`config.mk`:
```
export PLATFORM = sky130hd
export DESIGN_NAME = store_merge
export DESIGN_NICKNAME = d
export VERILOG_FILES = /design/src/source/dmem_pkg.sv /design/src/source/store_merge.sv
export SDC_FILE = /design/constraint.sdc
export NUM_CORES = 1
export LEC_CHECK = 0
export ABC_AREA = 1
export BUFFER_PORTS_ARGS = -buffer_cell sky130_fd_sc_hd__clkbuf_2
export CORE_ASPECT_RATIO = 1.2
export CORE_MARGIN = 4
export CORE_UTILIZATION = 38
export DETAILED_ROUTE_END_ITERATION = 6
export GPL_TIMING_DRIVEN = 0
export PLACE_DENSITY = 0.93
export SLEW_MARGIN = 10
export SYNTH_ARGS = -nofsm -noshare
export SYNTH_HDL_FRONTEND = slang
export SYNTH_SLANG_ARGS = --single-unit
```
`constraint.sdc`:
```
create_clock -name vclk -period 1.7
set_input_delay 0.085 -clock vclk [all_inputs]
set_output_delay 0.085 -clock vclk [all_outputs]
set_load 0.05 [all_outputs]
```
`src/source/dmem_pkg.sv`:
```
// Data-memory shared definitions
// Default geometry, typed vectors for addresses, words and blocks,
// and the store-size codes used by the processor interface
`default_nettype none

package dmem_pkg;

    // Default geometry, overridable from the top level
    localparam int ADDR_WIDTH     = 32; // Byte-address width
    localparam int SET_BITS       = 4;  // 16 cache lines
    localparam int RAM_BYTES_LOG2 = 12; // 4 KB backing RAM, higher addresses alias

    // Byte address as seen by the processor
    typedef logic [31:0] addr_t;

    // One data word
    typedef logic [31:0] word_t;

    // Per-lane write enable, bit 0 is the least significant byte
    typedef logic [3:0] byte_en_t;

    // Four words of one cache block, word 0 in the low bits
    typedef logic [127:0] block_t;

    // Store size
    typedef logic [1:0] size_t;

    // Store-size codes as the processor encodes them
    localparam size_t SIZE_WORD = 2'b00;
    localparam size_t SIZE_BYTE = 2'b01;
    localparam size_t SIZE_HALF = 2'b10;
    // Code 2'b11 is not a valid size and writes nothing

endpackage

`default_nettype wire

```
`src/source/store_merge.sv`:
```
// Store lane alignment
// Places store data on the byte lanes named by size and byte offset
// and raises the matching byte enables
`timescale 1ns/1ps
`default_nettype none

module store_merge (
    input  logic              we,        // Store in this cycle
    input  dmem_pkg::size_t   size,      // Word, byte or halfword
    input  logic [1:0]        offset,    // Byte offset within the word
    input  dmem_pkg::word_t   wdata,     // Store data, right aligned
    output dmem_pkg::word_t   lane_data, // Data replicated onto the lanes
    output dmem_pkg::byte_en_t byte_en   // Lanes to write
);

    dmem_pkg::byte_en_t lane_sel; // Lanes picked by size and offset

    always_comb begin
        case (size)
            dmem_pkg::SIZE_WORD: begin
                lane_data = wdata;
                lane_sel  = 4'b1111;
            end
            dmem_pkg::SIZE_HALF: begin
                lane_data = {2{wdata[15:0]}};                // Same half in both positions
                lane_sel  = offset[1] ? 4'b1100 : 4'b0011;  // Upper or lower half
            end
            dmem_pkg::SIZE_BYTE: begin
                lane_data = {4{wdata[7:0]}};                 // Byte on every lane
                lane_sel  = 4'b0001 << offset;
            end
            default: begin
                // Invalid size, nothing is written
                lane_data = wdata;
                lane_sel  = 4'b0000;
            end
        endcase
    end

    // No enables at all outside a store
    assign byte_en = we ? lane_sel : 4'b0000;

endmodule

`default_nettype wire

```
==> flow_summary.yaml <==
status:
  run_status: "finished clean"
die:
  die_h_um: 52.4
  ios: 73
  floorplan.rows: 15
  initial_core_util_pct: 41.7
  core_area_mm2: 0.00150
  die_w_um: 45.0
  dieArea_mm2: 0.00236
logic_synthesis:
  postSynthAreaPerCell_um2: 4.85
  ys_top_cells_by_area: "nand2_1, buf_4, ha_1, inv_1, buf_6"
  post_synth_num_cell_types: 12
  yosys.area.top_type_share_pct: 44.4
  synth_area_um2: 626
  seq_area_frac_synth_pct: 0
  yosysWarnings: 0
  syn_nets: 171
  synthCells: 129
  synth_top_area_cell: "nand2_1"
global_route:
  grt_pass1_vias: 873
  grt_max_degree: 11
  grt_use_total_pct: 17.8
  grt_pass1_wl_um: 3400
  globalRouteOverflowTotal: 0
  antenna_found_initial: 0
sta:
  hold_viol_final: 0
  rsz0062_at_grt: "no"
  max_freq_ghz: 0.666
  min_period_ps: 1500
  setup_violations: 0
  slew_headroom_pct: 80.8
  slew_violations: 0
  tightest_slew_ps: 290
  period_share_pct: 88.3
  tns_ps: 0
  worst_slack_ps: 198
place:
  pre_cts_ws_ps: 194
  place_congestion: 0.774
  port_buffers: 73
  post-dp-hpwl_um: 1860
setup_path:
  slowest_delay_ps: 310
  cp_cell_sequence: "clkbuf_2, inv_1, ha_1, buf_6, inv_2, buf_6, nand2_1, o21ai_0, clkbuf_2"
  critical_path_class: "input port to output port"
  critical_path_required_ps: 1620
  arrival_ps: 1420
  cp_max_fo: 10
  start_kind: "input port"
  worst_path_max_delay_cell: "clkbuf_2"
  end_kind: "output port"
power_and_ir_drop:
  vdd_drop_max_mv: 0.359
  powerDensity_mw_per_mm2: 572
  leakage_uw: 0.000743
drt:
  drtPass1Iterations: 4
  drt_iter0_drc: 8
  wl_per_cell_um: 9.59
  ant_nets: 0
  routed_via_density: 4.46
  vias: 977
  drc: 0
  routed_wl_um: 2100
cells_and_area:
  drive_gt1_share_pct: 44.6
  n_antenna_cell: 0
  nClkBuffers: 0
  layout.nets: 246
  final_cell_mix: "nand2_1, clkbuf_2, inv_1"
  final_common_cell: "nand2_1"
  register_area_um2: 0
  seq_cell_count: 0
  syn2layout_area_growth_pct: 61.8
  n_fill_cell: 152
clock_tree:
  postCtsSetupBuffers: 0
  cts-resized-gates: 0
  holdBufCountCts: 0
min_path:
  worstHoldPathType: "input port to output port"
job:
  cap_violations: 0
==> cell families (layout without fill, tap and decap cells) <==
logic type | after synthesis | after routing | share of synthesized area, %
AND/OR/NAND/NOR | 84 | 84 | 51.6
buffers and inverters | 28 | 101 | 27.0
AO/OA/AOI/OAI | 12 | 12 | 11.4
adder cells (fa/ha/maj) | 5 | 5 | 10.0
==> cell usage after synthesis (all sizes together) <==
cell type / n
buf: 13
ha: 5
nand3: 2
inv: 15
a21oi: 3
o21ai: 9
nand2: 76
nor2: 6
==> power breakdown <==
group | switching [uW] | leakage, uW | total [uW] | internal [uW]
Clock | 0 | 0 | 0 | 0
Combinational | 429 | 0.000743 | 579 | 150
Sequential | 0 | 0 | 0 | 0
==> final timing paths <==
kind	to	startpoint	slack [ps]	cells past startpoint
worst max-delay path	lane_data[18]	size[0]	200	9
worst min-delay path	lane_data[25]	wdata[25]	570	4
==> routing by layer <==
layer,track usage (%),wire length [um]
met1,19.6,790
met2,36.1,1110
met3,1.72,199
met4,1.46,0
met5,0,0
==> metrics by stage <==
step           utilization (%)  power [uW]  hold slack [ps]  instances  area (um2)
5_1_grt                   67.4         619              597        219        1010
6_report                  67.4         579              569        219        1010
3_3_place_gp              67.4         574              566        219        1010
3_5_place_dp              67.4         582              573        219        1010
4_1_cts                   67.4         583              574        219        1010
2_1_floorplan                -         433              337        129         626
==> worst max-delay path, delay by kind of cell <==
kind | cells | cell delay (ps)
buffers and inverters | 6 | 900
adder cells (fa/ha/maj) | 1 | 300
AO/OA/AOI/OAI | 1 | 80
AND/OR/NAND/NOR | 1 | 50
==> area by class of cell <==
| class | instances | area (um2) | area share (%) |
|---|---|---|---|
| Multi-Input combinational cell | 101 | 457 | 45.1 |
| Timing Repair Buffer | 73 | 365 | 36.1 |
| Buffer | 13 | 113 | 11.1 |
| Inverter | 15 | 56.3 | 5.56 |
| Tap cell | 17 | 21.3 | 2.10 |
Note: power is estimated with default switching activity, not from simulation.
