## src/source/dmem_pkg.sv

```systemverilog
// Data-memory shared definitions
// Default geometry, typed vectors for addresses, words and blocks,
// and the store-size codes used by the processor interface
`default_nettype none

package dmem_pkg;

    // Default geometry, overridable from the top level
    localparam int ADDR_WIDTH     = 32; // Byte-address width
    localparam int SET_BITS       = 4;  // 16 cache lines
    localparam int RAM_BYTES_LOG2 = 12; // 4 KB backing RAM, higher addresses alias

    // Byte address as seen by the processor
    typedef logic [31:0] addr_t;

    // One data word
    typedef logic [31:0] word_t;

    // Per-lane write enable, bit 0 is the least significant byte
    typedef logic [3:0] byte_en_t;

    // Four words of one cache block, word 0 in the low bits
    typedef logic [127:0] block_t;

    // Store size
    typedef logic [1:0] size_t;

    // Store-size codes as the processor encodes them
    localparam size_t SIZE_WORD = 2'b00;
    localparam size_t SIZE_BYTE = 2'b01;
    localparam size_t SIZE_HALF = 2'b10;
    // Code 2'b11 is not a valid size and writes nothing

endpackage

`default_nettype wire

```

## src/source/block_cache.sv

```systemverilog
// Direct-mapped block cache
// Valid, tag and four-word data per line. Read hits come from the line,
// read misses come from the RAM block and fill the whole line at the next edge.
// Stores allocate the line with the RAM block and the store merged in.
`timescale 1ns/1ps
`default_nettype none

module block_cache #(
    parameter int ADDR_WIDTH = 32, // Byte-address width
    parameter int SET_BITS   = 4   // log2 of the number of lines
) (
    input  logic               clk,
    input  logic               rst_n,     // Synchronous, clears valid bits
    input  logic               re,        // Read in this cycle
    input  logic               we,        // Store in this cycle
    input  dmem_pkg::addr_t    addr,      // Byte address
    input  dmem_pkg::block_t   ram_block, // Block from the backing RAM
    input  dmem_pkg::word_t    lane_data, // Lane-aligned store data
    input  dmem_pkg::byte_en_t byte_en,   // Lanes written by the store
    output dmem_pkg::word_t    rdata,     // Read word
    output logic               miss       // Read found no valid line
);

    localparam int TAG_BITS = ADDR_WIDTH - SET_BITS - 4; // Above set and block offset
    localparam int LINES    = 2 ** SET_BITS;

    typedef logic [TAG_BITS-1:0] tag_t;
    typedef logic [SET_BITS-1:0] set_t;

    // Line storage
    logic             valid [LINES]; // Cleared by reset
    tag_t             tag_mem [LINES];
    dmem_pkg::block_t data_mem [LINES];

    // Address fields
    set_t       set;
    tag_t       tag;
    logic [1:0] word_off; // Word within the block

    logic             hit;
    dmem_pkg::block_t src_block;   // Block that feeds rdata
    dmem_pkg::block_t store_block; // RAM block with the store merged in

    assign set      = addr[SET_BITS+3:4];
    assign tag      = addr[ADDR_WIDTH-1 -: TAG_BITS];
    assign word_off = addr[3:2];

    // Lookup
    assign hit       = valid[set] && (tag_mem[set] == tag);
    assign src_block = hit ? data_mem[set] : ram_block; // Miss served straight from RAM
    assign rdata     = src_block[{word_off, 5'b00000} +: 32];
    assign miss      = re && !hit; // Only meaningful during a read

    // Replace the enabled lanes of the addressed word,
    // the other three words keep their RAM value
    always_comb begin
        store_block = ram_block;
        for (int i = 0; i < 4; i++) begin
            if (byte_en[i]) begin
                store_block[{word_off, 2'(i), 3'b000} +: 8] = lane_data[8*i +: 8];
            end
        end
    end

    // Valid bits
    always_ff @(posedge clk) begin
        if (!rst_n) begin
            for (int i = 0; i < LINES; i++) begin
                valid[i] <= 1'b0;
            end
        end else if (we || miss) begin
            valid[set] <= 1'b1; // Store allocates, read miss fills
        end
    end

    // Tag and data, same edge as the RAM write
    always_ff @(posedge clk) begin
        if (we) begin
            tag_mem[set]  <= tag;
            data_mem[set] <= store_block; // Write-allocate with merge
        end else if (miss) begin
            tag_mem[set]  <= tag;
            data_mem[set] <= ram_block;   // Spatial fill, all four words
        end
    end

endmodule

`default_nettype wire

```

## config.mk

```make
export PLATFORM = sky130hd
export DESIGN_NAME = block_cache
export DESIGN_NICKNAME = d
export VERILOG_FILES = /design/src/source/dmem_pkg.sv /design/src/source/block_cache.sv
export SDC_FILE = /design/constraint.sdc
export NUM_CORES = 2
export LEC_CHECK = 0
export BUFFER_PORTS_ARGS = -buffer_cell sky130_fd_sc_hd__buf_2
export CAP_MARGIN = 0
export CORE_MARGIN = 5
export CORE_UTILIZATION = 52
export DETAILED_ROUTE_END_ITERATION = 6
export HOLD_SLACK_MARGIN = 0.03
export PLACE_DENSITY = 0.68
export SETUP_SLACK_MARGIN = 0.4
export SYNTH_ARGS = -nofsm -noshare
export SYNTH_HDL_FRONTEND = slang
export SYNTH_SLANG_ARGS = --single-unit
export TNS_END_PERCENT = 100
```

## constraint.sdc

```tcl
create_clock -name clk -period 35.9 [get_ports clk]
set_clock_uncertainty 0.2 [all_clocks]
set_input_delay 3.59 -clock clk [delete_from_list [all_inputs] [get_ports clk]]
set_output_delay 3.59 -clock clk [all_outputs]
set_load 0.02 [all_outputs]
```

==> results.tsv <==
stage	metric	value	unit
yosys	register area share after synthesis	75.7	%
clock_tree	CTS sink cnt	2448	
critical_path	Worst Setup End Kind	primary output	
route	vias per cell	6.52	
final_layout	share of cells above drive strength 1	32.0	%
place	placed cells	6669	
pwr	Clk pwr share	39.1	%
clock_tree	clock-pin slew on the worst setup and hold paths	0.06	ns
worst_hold_path	Hold Path Class	reg2reg	
route	TritonRoute pass-1 iters	6	
yosys	Post-synth EDFFs	2432	
floorplanning	I/O Pins	233	
pwr	Reg power frac	54.1	%
timing	max frequency	0.0780	GHz
timing	RSZ-0062 raised after global routing	no	
place	placed instance area	101000	sq um
global_routing	initial antenna violation count	11	
job	max_cap viols	0	
critical_path	Reg2Reg Setup Slack	29.38	ns
route	drt wl/cell	33.9	um
yosys	synth top area cells	edfxtp_1 75%, mux4_2 18%, mux2i_1 0.92%	
route	DR iter-0 viols	5755	
pwr	Internal	4.71	mW
timing	setup_tns	0	ns
global_routing	maximum number of pins on one net before global-route repair	170	
route	Antenna Nets Post-Route	0	
critical_path	Worst EP required	32.11	ns
clock_tree	clk_lat worst skew	0.89	ns
timing	Final Cycle Share	35.7	%
critical_path	R2R Path Start	tag_mem[2][6]	
place	port bufs	230	
global_routing	first-pass GRT wire length	345	mm
timing	fin. max-slew vios	0	
yosys	Synth top area share	75.4	%
yosys	top cell type by total area after synthesis	edfxtp_1	
clock_tree	CTS max path bufs	3	
global_routing	total gr overflow	0	
place	routability cong.	0.908	
floorplanning	DIE WIDTH	442	um
pwr	Logic pwr share	6.8	%
route	Vias	46300	
yosys	#FFs+latches synth	2448	
run_status	status	completed	
yosys	Synth Instances	4107	
timing	endpoints failing setup	0	
timing	Hold Fails Final Rpt	0	
timing	relative slew slack	4.74	%
critical_path	Crit. Startpoint	addr[4]	
floorplanning	initial core utilization	52.2	%
critical_path	critical path data arrival time	9.03	ns
floorplanning	num rows	158	
critical_path	critical path class	in2out	
pwr	Sw Share	21.9	%
yosys	Netlist Area Pre-Place	96900	sq um
final_layout	Area Overhead vs Synth	12.0	%
yosys	Syn Area/Cell	23.6	sq um
clock_tree	CTS tree	done	
clock_tree	CTS buffer count	231	
clock_tree	Clock Tree Root	clkbuf_16	
timing	Tmin final	12.82	ns
final_layout	Layout fillers	13100	
clock_tree	hold_buf cts	0	
yosys	syn_nets	4312	
critical_path	CP max FO	70	
critical_path	cells on worst reg2reg path	11	
route	DRC	0	
yosys	Post-synth ARST share	0	%
clock_tree	H-tree level count	4	
global_routing	vias in the first global route	47300	
critical_path	startpoint types	primary input	
final_layout	design area	108000	sq um
pwr	power per cell area	55.5	nW/um^2
pwr	Max VDD drop	0.0000504	V
floorplanning	die area	195000	sq um
place	HPWL reported at the end of detailed placement	127	mm
route	Post-Route WL	241	mm
yosys	ys flop type	edfxtp_1	
pwr	Psw	1.32	mW
floorplanning	Die Ht	442	um
final_layout	nets	4627	
timing	Worst Tran Pin Value	1.43	ns
pwr	Leak	33.6	nW
clock_tree	Post-CTS Setup Bufs	0	
floorplanning	core area	185000	sq um
critical_path	Worst Setup EP	miss	
global_routing	GRT Util Overall	24.9	%
yosys	Unique masters post-synth	76	
critical_path	R2R Path End	data_mem[10][7]	
clock_tree	number of gates resized after CTS	0	
yosys	Synth Warn #	0	
final_layout	Post-Layout Cell Count	7107	
cell usage in the layout (no fill, tap or decap), types with 17 or more instances in the layout:
master and count:
a22o_1 64, a22oi_1 24, buf_2 225, buf_4 79, clkbuf_1 52, clkbuf_16 231
clkinv_1 63, clkinv_2 43, edfxtp_1 2432, inv_1 17, mux2_2 30, mux2i_1 89
mux4_2 775, nand2_1 87, nand4_1 18, nor2_1 17, o2bb2ai_1 61
cells in the mapped netlist, types with 4 or more instances:
| cell | number |
|---|---|
| buf_1 | 13 |
| o211ai_1 | 4 |
| ha_1 | 5 |
| nor2b_1 | 7 |
| mux2_1 | 7 |
| o21ai_0 | 6 |
| nand3b_1 | 16 |
| nor2_1 | 17 |
| a21oi_1 | 28 |
| xor2_1 | 9 |
| dfxtp_1 | 16 |
| a21boi_1 | 10 |
| mux4_2 | 775 |
| a221oi_1 | 4 |
| a22o_1 | 64 |
| buf_6 | 14 |
| clkbuf_1 | 131 |
| a32o_1 | 8 |
| o22ai_1 | 7 |
| nand3_1 | 11 |
| inv_1 | 17 |
| a21boi_0 | 7 |
| o2bb2ai_1 | 65 |
| nor3_1 | 4 |
| a22oi_1 | 24 |
| and3_1 | 5 |
| edfxtp_1 | 2432 |
| buf_2 | 70 |
| mux2_2 | 30 |
| nand2_1 | 87 |
| nand4_1 | 18 |
| xnor2_1 | 11 |
| mux2i_1 | 89 |
| and2_1 | 8 |
| buf_4 | 12 |
| a31oi_1 | 16 |
layout make-up:
cell class | instances | area [sq um] | area share, %
Inverter | 18 | 70.1 | 0.0646
Timing Repair Buffer | 325 | 2110 | 1.95
Clock inverter | 145 | 1380 | 1.27
Sequential cell | 2448 | 73400 | 67.6
Clock buffer | 283 | 5980 | 5.51
Antenna cell | 10 | 25.0 | 0.0231
Multi-Input combinational cell | 1398 | 22500 | 20.7
Tap cell | 2480 | 3100 | 2.86
state kept, by name (all words and copies together), names as in the netlist:
signal,flops
valid,16
tag_mem,384
data_mem,2048
power by group through the flow:
stage | registers [mW] | logic (mW) | clock network, mW
floorplan | 3.33 | 0.258 | 0
global placement | 3.32 | 0.405 | 0
detailed placement | 3.32 | 0.412 | 0
CTS | 3.26 | 0.413 | 2.39
global route | 3.27 | 0.431 | 2.51
finish | 3.26 | 0.410 | 2.36
layer usage:
metal / vias up / GRT usage, % / wire length (um) / part of all wire (%)
met4: 2 / 10.1 / 10700 / 4.4
met2: 2216 / 41.3 / 123000 / 51
met1: 25100 / 33.3 / 89700 / 37
li1: 18500 / - / - / -
met5: - / 0 / 18 / 0.0075
met3: 445 / 4.22 / 18200 / 7.6
worst max-delay path, stage by stage:
cell      delay (ns)
buf_8           0.58
buf_4           0.85
mux4_2          0.61
a22o_1          0.23
a221oi_1        0.27
xor2_1          0.42
o31ai_1         0.15
nor4_1          0.28
or4b_4          0.89
nand2_4         0.60
inv_1           0.21
buf_2           0.21
logic make-up (layout without fill, tap and decap cells):
logic type	Yosys count	in the layout	share of synthesized area, %
mux	901	901	19.4
other cells	0	10	0
fa+ha+maj	5	5	0.0646
compound gates	269	269	2.19
flops	2448	2448	75.7
buf+inv	261	771	1.29
simple gates	203	203	1.16
xor+xnor	20	20	0.181
worst min-delay path by stage:
| stage | startpoint | to | slack (ns) | depth (start not counted) |
|---|---|---|---|---|
| floorplan | valid[10] | valid[10] | 0.28 | 2 |
| global route | valid[5] | valid[5] | 0.34 | 2 |
| global placement | valid[10] | valid[10] | 0.29 | 2 |
| detailed placement | valid[5] | valid[5] | 0.32 | 2 |
| CTS | valid[5] | valid[5] | 0.33 | 2 |
| finish | valid[5] | valid[5] | 0.34 | 2 |
per-stage QoR:
stage	utilization (%)	worst slack (ns)	total power, mW	hold slack [ns]
finish	58.5	23.08	6.03	0.335
global route	58.5	22.74	6.21	0.344
CTS	58.5	22.99	6.06	0.330
detailed placement	54.5	23.00	3.73	0.316
global placement	54.5	23.02	3.72	0.293
floorplan	-	21.75	3.59	0.284
Note: power is estimated with default switching activity, not from simulation.
